<file path="config.mk">
export PLATFORM = sky130hd
export DESIGN_NAME = mshr_file
export DESIGN_NICKNAME = d
export VERILOG_FILES = /design/src/source/dcache_mem_pkg.sv /design/src/source/dcache_req_pkg.sv /design/src/source/mshr_target_queue.sv /design/src/source/mshr_file.sv
export VERILOG_INCLUDE_DIRS = /design/src /design/src/source
export SDC_FILE = /design/constraint.sdc
export NUM_CORES = 1
export LEC_CHECK = 0
export BUFFER_PORTS_ARGS = -buffer_cell sky130_fd_sc_hd__buf_2
export CORE_MARGIN = 1.5
export CORE_UTILIZATION = 60
export CTS_CLUSTER_SIZE = 10
export DETAILED_ROUTE_END_ITERATION = 8
export PLACE_DENSITY = 0.8
export SYNTH_ARGS = -nofsm -noshare
export SYNTH_HDL_FRONTEND = slang
export SYNTH_HIERARCHICAL = 1
export SYNTH_SLANG_ARGS = --single-unit
</file>
<file path="constraint.sdc">
create_clock -name clock -period 12.9 [get_ports clock]
set_input_delay 2.58 -clock clock [delete_from_list [all_inputs] [get_ports clock]]
set_output_delay 2.58 -clock clock [all_outputs]
set_load 0.01 [all_outputs]
</file>
<file path="src/source/dcache_settings.svh">
`ifndef DCACHE_SETTINGS_SVH
`define DCACHE_SETTINGS_SVH

// 8-byte block, 32 lines, 32-bit address
`define DCACHE_OFFSET_BITS 3
`define DCACHE_INDEX_BITS  5
`define DCACHE_TAG_BITS    24

`define MSHR_ENTRIES       4
`define MSHR_TARGET_DEPTH  4
`define LQ_IDX_BITS        3

// tag zero means no transaction
`define MEM_TAG_BITS       4

`endif

</file>
<file path="src/source/dcache_mem_pkg.sv">
`include "dcache_settings.svh"

package dcache_mem_pkg;

    typedef enum logic [1:0] {
        MEM_NONE,
        MEM_LOAD,
        MEM_STORE
    } mem_command_t;

    typedef logic [31:0] addr_t;

    // one cache block, as memory moves it
    typedef logic [(8 << `DCACHE_OFFSET_BITS)-1:0] mem_block_t;

    typedef logic [`MEM_TAG_BITS-1:0] mem_tag_t;

endpackage

</file>
<file path="src/source/dcache_req_pkg.sv">
`include "dcache_settings.svh"

package dcache_req_pkg;

    typedef enum logic [1:0] {
        MEM_BYTE,
        MEM_HALF,
        MEM_WORD
    } mem_func_t;

    typedef enum logic {
        TARGET_LOAD,
        TARGET_STORE
    } target_kind_t;

    // one waiting access behind a miss
    typedef struct packed {
        target_kind_t                   kind;
        mem_func_t                      size;
        logic [31:0]                    data;
        logic [`DCACHE_OFFSET_BITS-1:0] offset;
        logic [`LQ_IDX_BITS-1:0]        lq_idx;
    } mshr_target_t;

    function automatic dcache_mem_pkg::mem_block_t merge_store(
        input dcache_mem_pkg::mem_block_t     block,
        input mem_func_t                      size,
        input logic [`DCACHE_OFFSET_BITS-1:0] offset,
        input logic [31:0]                    data
    );
        dcache_mem_pkg::mem_block_t merged;
        merged = block;
        case (size)
            MEM_BYTE: merged[offset*8 +: 8] = data[7:0];
            MEM_HALF: merged[offset[2:1]*16 +: 16] = data[15:0];
            MEM_WORD: merged[offset[2]*32 +: 32] = data;
            default:  merged = block;
        endcase
        return merged;
    endfunction

endpackage

</file>
<file path="src/source/mshr_target_queue.sv">
`include "dcache_settings.svh"

module mshr_target_queue (
    input  logic                                                 clock,
    input  logic                                                 reset,
    input  logic                                                 push,
    input  dcache_req_pkg::mshr_target_t                         push_target,
    input  logic                                                 flush,
    output logic                                                 push_accept,
    output dcache_req_pkg::mshr_target_t [`MSHR_TARGET_DEPTH-1:0] drain_targets,
    output logic [`MSHR_TARGET_DEPTH-1:0]                        drain_valid
);
    import dcache_req_pkg::*;

    localparam int DEPTH    = `MSHR_TARGET_DEPTH;
    localparam int PTR_BITS = $clog2(DEPTH);

    mshr_target_t        slots [DEPTH];
    logic [PTR_BITS-1:0] tail;
    logic [PTR_BITS:0]   count;

    assign push_accept = push && !flush && count < (PTR_BITS+1)'(DEPTH);

    // oldest target first
    always_comb begin
        for (int i = 0; i < DEPTH; i++) begin
            drain_targets[i] = slots[i];
            drain_valid[i]   = flush && (PTR_BITS+1)'(i) < count;
        end
    end

    always_ff @(posedge clock) begin
        if (reset || flush) begin
            tail  <= '0;
            count <= '0;
        end else if (push_accept) begin
            tail  <= tail + 1'b1;
            count <= count + 1'b1;
        end
    end

    always_ff @(posedge clock) begin
        if (push_accept) begin
            slots[tail] <= push_target;
        end
    end

    // a full queue never takes another target
    assert property (@(posedge clock) disable iff (reset)
        count <= (PTR_BITS+1)'(DEPTH));

endmodule

</file>
<file path="src/source/mshr_file.sv">
`include "dcache_settings.svh"

module mshr_file (
    input  logic                                                 clock,
    input  logic                                                 reset,
    input  logic                                                 load_valid,
    input  dcache_mem_pkg::addr_t                                load_addr,
    input  logic [`LQ_IDX_BITS-1:0]                              load_lq_idx,
    input  logic                                                 load_miss,
    input  logic                                                 store_valid,
    input  dcache_mem_pkg::addr_t                                store_addr,
    input  dcache_req_pkg::mem_func_t                            store_func,
    input  logic [31:0]                                          store_data,
    input  logic                                                 store_miss,
    input  logic                                                 evict,
    input  dcache_mem_pkg::mem_tag_t                             mem_transaction_tag,
    input  dcache_mem_pkg::mem_tag_t                             mem_data_tag,
    output logic                                                 load_accept_miss,
    output logic                                                 store_accept_miss,
    output logic                                                 issue_valid,
    output dcache_mem_pkg::addr_t                                issue_addr,
    output logic                                                 fill,
    output logic [`DCACHE_TAG_BITS-1:0]                          fill_tag,
    output logic [`DCACHE_INDEX_BITS-1:0]                        fill_index,
    output dcache_req_pkg::mshr_target_t [`MSHR_TARGET_DEPTH-1:0] fill_targets,
    output logic [`MSHR_TARGET_DEPTH-1:0]                        fill_valid
);
    import dcache_mem_pkg::*;
    import dcache_req_pkg::*;

    typedef enum logic [1:0] {
        ENTRY_INVALID,
        ENTRY_PENDING,
        ENTRY_WAIT_DATA
    } entry_state_t;

    localparam int N         = `MSHR_ENTRIES;
    localparam int LINE_BITS = `DCACHE_TAG_BITS + `DCACHE_INDEX_BITS;

    entry_state_t         state [N];
    logic [LINE_BITS-1:0] entry_line [N];
    mem_tag_t             entry_txn [N];
    logic [N-1:0]         entry_has_load;

    logic [LINE_BITS-1:0] load_line;
    logic [LINE_BITS-1:0] store_line;
    logic [N-1:0]         live, pending, load_match, store_match, fill_hit;
    logic [N-1:0]         load_sel, store_sel, load_alloc, store_alloc;
    logic [N-1:0]         push, push_accept, issue_grant;
    mshr_target_t         load_target;
    mshr_target_t         store_target;
    mshr_target_t         push_target [N];
    mshr_target_t [`MSHR_TARGET_DEPTH-1:0] drain_targets [N];
    logic [`MSHR_TARGET_DEPTH-1:0]         drain_valid [N];

    assign load_line    = load_addr[31:`DCACHE_OFFSET_BITS];
    assign store_line   = store_addr[31:`DCACHE_OFFSET_BITS];
    assign load_target  = '{TARGET_LOAD, MEM_WORD, 32'd0,
                            load_addr[`DCACHE_OFFSET_BITS-1:0], load_lq_idx};
    assign store_target = '{TARGET_STORE, store_func, store_data,
                            store_addr[`DCACHE_OFFSET_BITS-1:0], '0};

    for (genvar i = 0; i < N; i++) begin : g_entry
        assign live[i]        = state[i] != ENTRY_INVALID;
        assign pending[i]     = state[i] == ENTRY_PENDING;
        assign load_match[i]  = live[i] && entry_line[i] == load_line;
        assign store_match[i] = live[i] && entry_line[i] == store_line;
        // waiting tags are never zero
        assign fill_hit[i]    = state[i] == ENTRY_WAIT_DATA && entry_txn[i] == mem_data_tag;
        assign push[i]        = load_sel[i] || store_sel[i];
        assign push_target[i] = load_sel[i] ? load_target : store_target;

        mshr_target_queue u_queue (
            .clock(clock),
            .reset(reset),
            .push(push[i]),
            .push_target(push_target[i]),
            .flush(fill_hit[i]),
            .push_accept(push_accept[i]),
            .drain_targets(drain_targets[i]),
            .drain_valid(drain_valid[i])
        );
    end

    always_comb begin
        logic [N-1:0] free;
        logic [N-1:0] store_entry;
        free       = ~live;
        load_sel   = '0;
        load_alloc = '0;
        if (load_valid && load_miss) begin
            if (|load_match) begin
                // one load per entry so a fill returns at most one
                load_sel = load_match & ~entry_has_load;
            end else begin
                load_sel   = free & (~free + 1'b1);
                load_alloc = load_sel;
            end
        end
        // store sees the entry the load just took
        free        = free & ~load_alloc;
        store_entry = store_match;
        if (|load_alloc && store_line == load_line) begin
            store_entry = load_alloc;
        end
        store_sel   = '0;
        store_alloc = '0;
        if (store_valid && store_miss) begin
            if (|store_entry) begin
                store_sel = store_entry;
            end else begin
                store_sel   = free & (~free + 1'b1);
                store_alloc = store_sel;
            end
            // a queue takes one push per cycle, store retries
            if (|(store_sel & load_sel)) begin
                store_sel   = '0;
                store_alloc = '0;
            end
        end
    end

    assign load_accept_miss  = |(load_sel & push_accept);
    assign store_accept_miss = |(store_sel & push_accept);

    always_comb begin
        issue_grant = evict ? '0 : pending & (~pending + 1'b1);
        issue_valid = |issue_grant;
        issue_addr  = '0;
        for (int i = 0; i < N; i++) begin
            if (issue_grant[i]) begin
                issue_addr = {entry_line[i], {`DCACHE_OFFSET_BITS{1'b0}}};
            end
        end
    end

    always_comb begin
        fill         = |fill_hit;
        fill_tag     = '0;
        fill_index   = '0;
        fill_targets = '0;
        fill_valid   = '0;
        for (int i = 0; i < N; i++) begin
            if (fill_hit[i]) begin
                {fill_tag, fill_index} = entry_line[i];
                fill_targets           = drain_targets[i];
                fill_valid             = drain_valid[i];
            end
        end
    end

    always_ff @(posedge clock) begin
        if (reset) begin
            for (int i = 0; i < N; i++) begin
                state[i] <= ENTRY_INVALID;
            end
        end else begin
            for (int i = 0; i < N; i++) begin
                if (fill_hit[i]) begin
                    state[i] <= ENTRY_INVALID;
                end else if (load_alloc[i] || store_alloc[i]) begin
                    state[i] <= ENTRY_PENDING;
                end else if (issue_grant[i] && mem_transaction_tag != '0) begin
                    state[i] <= ENTRY_WAIT_DATA;
                end
            end
        end
    end

    always_ff @(posedge clock) begin
        for (int i = 0; i < N; i++) begin
            if (load_alloc[i]) begin
                entry_line[i] <= load_line;
            end else if (store_alloc[i]) begin
                entry_line[i] <= store_line;
            end
            if (issue_grant[i]) begin
                entry_txn[i] <= mem_transaction_tag;
            end
            if (load_sel[i] && push_accept[i]) begin
                entry_has_load[i] <= 1'b1;
            end else if (store_alloc[i]) begin
                entry_has_load[i] <= 1'b0;
            end
        end
    end

    // memory hands out each tag to one request at a time
    assert property (@(posedge clock) disable iff (reset) $onehot0(fill_hit));

    for (genvar i = 0; i < N; i++) begin : g_unique
        for (genvar j = i + 1; j < N; j++) begin : g_pair
            assert property (@(posedge clock) disable iff (reset)
                !(live[i] && live[j] && entry_line[i] == entry_line[j]));
        end
    end

endmodule

</file>
==> run_results.csv <==
group,metric,value,unit
status,status,"completed",
power,power_leakage,14.6,nW
grt,grt-ovfl-total,0,
finish,drive_gt1_share,19.9,%
place,place_area,40200,um^2
logic_synthesis,ys_ff_latch,820,
die,die_h,255,um
place,place.gp.congestion,0.993,
power,internal-power,0.00455,W
logic_synthesis,ys_seq_area_share,64.0,%
cts,htree_levels,3,
worst_setup_path,critical_path.max_fanout,47,
grt,grt_pass1_vias,25600,
die,initial_core_util,60.6,%
cts,post_cts_resized,0,
die,die_w,255,um
finish,final_common_cell,"edfxtp_1",
die,rows,92,
job,maxCapViolations,0,
finish,final_cell_mix,"796 x edfxtp_1, 345 x buf_2, 244 x nor2_1",
power,swShare,23.3,%
detailed_routing,first_iter_violations,3027,
finish,fin_area,42800,um^2
worst_setup_path,start_kind,"input pin",
cts,cts_tree,"done",
timing,relSlewSlack,21.5,%
timing,skew,61.5,ps
logic_synthesis,synth.cell_area,38100,um^2
detailed_routing,ant_nets,0,
grt,antenna_found_initial,6,
worst_setup_path,end_kind,"primary output",
timing,rsz0062_at_grt,"no",
finish,fill_cells,4382,
timing,drv_slew,0,
cts,post_cts_buffers,0,
finish,layout.nets,3410,
worst_setup_path,path_class,"input pin to primary output",
worst_setup_path,path_cells,"buf_2 > xnor2_1 > nand4_1 > nor4_1 > nand4_1 > and2_1 > nand2_1 > o32a_2 > buf_4 > or2_2 > o211a_1 > a21bo_2 > nor2b_2 > nor2b_4 > inv_1 > or4_1 > a21oi_1 > o211a_1 > buf_2",
timing,tns,0,ps
detailed_routing,viasPerCell,6.33,
place,hpwl,71500,um
detailed_routing,drc,0,
die,num_io_pins,349,
timing,clock.fmax,97.6,MHz
detailed_routing,drtPass1Iterations,9,
grt,grt_max_degree,224,
timing,fin_crit,10240,ps
cts,clock_latency,660,ps
finish,syn_to_final_growth,12.5,%
grt,grt_usage,34.1,%
place,port_buffers,345,
cts,cts_buffers,93,
logic_synthesis,synth_cell_type_count,66,
cts,cts_root_buf,"clkbuf_16",
power,p_sw,0.00138,W
detailed_routing,wl_per_cell,26.9,um
cts,cts_buffer_depth,3,
cts,cts_sinks,820,
power,p_total,0.00593,W
die,core_area,62900,um^2
worst_setup_path,slowest_delay,550,ps
logic_synthesis,ys_warn_count,6,
grt,grt_first_pass_wirelength,161000,um
worst_setup_path,rrSetupSlack,7200,ps
power,p_per_area,139,nW/um^2
logic_synthesis,avgSynthCellArea,12.5,um^2
die,die-area,65000,um^2
power,vdd.ir_drop.worst,118,uV
logic_synthesis,ys.flop_type,"edfxtp_1",
timing,period_share,79.4,%
cts,path_clk_slew,50,ps
worst_setup_path,arrival,7660,ps
timing,hold_viol_final,0,
detailed_routing,wirelength,112000,um
power,power_frac_clock,39.5,%
power,combPwrFrac,8.7,%
worst_setup_path,cp_slowest_cell,"buf_4",
cts,postCtsHoldBufs,0,
logic_synthesis,synth_edf_count,796,
logic_synthesis,synthArstFlopShare,0,%
hold_path,worstHoldPathType,"flip-flop to flip-flop",
power,seq_power_share,51.8,%
detailed_routing,vias,26300,
worst_setup_path,cp.required,10320,ps
logic_synthesis,synthCells,3040,
timing,tightest_slew,1180,ps
timing,final-setup-viol-count,0,
[final cells by class]
type	count	area, um^2	share of cell area, %
Clock buffer	113	2420	5.66
Timing Repair Buffer	384	2060	4.80
Inverter	26	97.6	0.228
Sequential cell	820	24400	56.9
Multi-Input combinational cell	1949	12600	29.4
Tap cell	846	1060	2.47
Antenna cell	4	10.0	0.0234
Clock inverter	10	200	0.468
[cells in the mapped netlist (30+ instances only)]
library cell  count  area share [%]
a22oi_1         198             3.9
nor2_1          248             2.4
mux2_2          113             3.3
clkbuf_1        176             1.7
xor2_1           60             1.4
nand2_1         214             2.1
and2_1          151             2.5
nor3_1           31            0.41
a222oi_1         30            0.79
o21ai_0         207             2.7
nand4_1          58            0.95
xnor2_1         220             5.1
edfxtp_1        796              63
a21oi_1         236             3.1
[worst max-delay path, delay by kind of cell]
kind                   cells  cell delay (ps)
buffers and inverters      4             1130
AND/OR/NAND/NOR            9             2840
XOR/XNOR                   1              170
AO/OA/AOI/OAI              5              910
[through the flow]
step	std cells	hold slack (ps)	utilization [%]	setup slack, ps
after floorplan	3042	442	-	4070
after global placement	4025	474	63.9	2810
after detailed placement	4025	481	63.9	2760
after CTS	4148	491	68.1	2750
after global routing	4152	505	68.1	2360
final	4152	485	68.1	2660
[routing by layer]
metal / track usage, % / share of wire (%) / routed length [um] / up-vias
met5: 0 / 0.029 / 33 / -
li1: - / - / - / 11700
met3: 5.98 / 9.3 / 10400 / 237
met1: 44.2 / 38 / 42400 / 12900
met4: 14.4 / 3.9 / 4390 / 4
met2: 57.1 / 49 / 54700 / 1519
[logic make-up (layout without fill, tap and decap cells)]
logic type,count (synthesis),in the layout,share of synthesized area (%)
flip-flops,820,820,64.0
AO/OA/AOI/OAI,708,708,11.4
multiplexers,136,136,4.00
other,1,7,0.00985
buffers and inverters,273,533,3.18
AND/OR/NAND/NOR,802,802,10.3
XOR/XNOR,280,280,6.44
adder cells (fa/ha/maj),20,20,0.657
[power groups by stage]
stage,Combinational [W],Clock (W),Sequential [W]
after floorplan,0.000319,0,0.00311
after global placement,0.000492,0,0.00312
after detailed placement,0.000503,0,0.00313
after CTS,0.000506,0.00235,0.00307
after global routing,0.000546,0.00246,0.00308
final,0.000516,0.00234,0.00308
[flip-flops by register name (all words and copies together), names as in the netlist]
name / cells
g_entry.u_queue/slots: 656
g_entry.u_queue/count: 12
state: 8
entry_txn: 16
entry_has_load: 4
g_entry.u_queue/tail: 8
entry_line: 116
[path summary, 6_finish.rpt]
path | startpoint | end | cells after the start
setup / recovery | load_addr[4] | store_accept_miss | 19
setup reg to reg | entry_line[1][6] | g_entry[0].u_queue/slots[0][33] | 15
hold / removal | entry_has_load[3] | entry_has_load[3] | 2
hold reg to reg | entry_has_load[3] | entry_has_load[3] | 2
(Power assumes the default switching activity.)
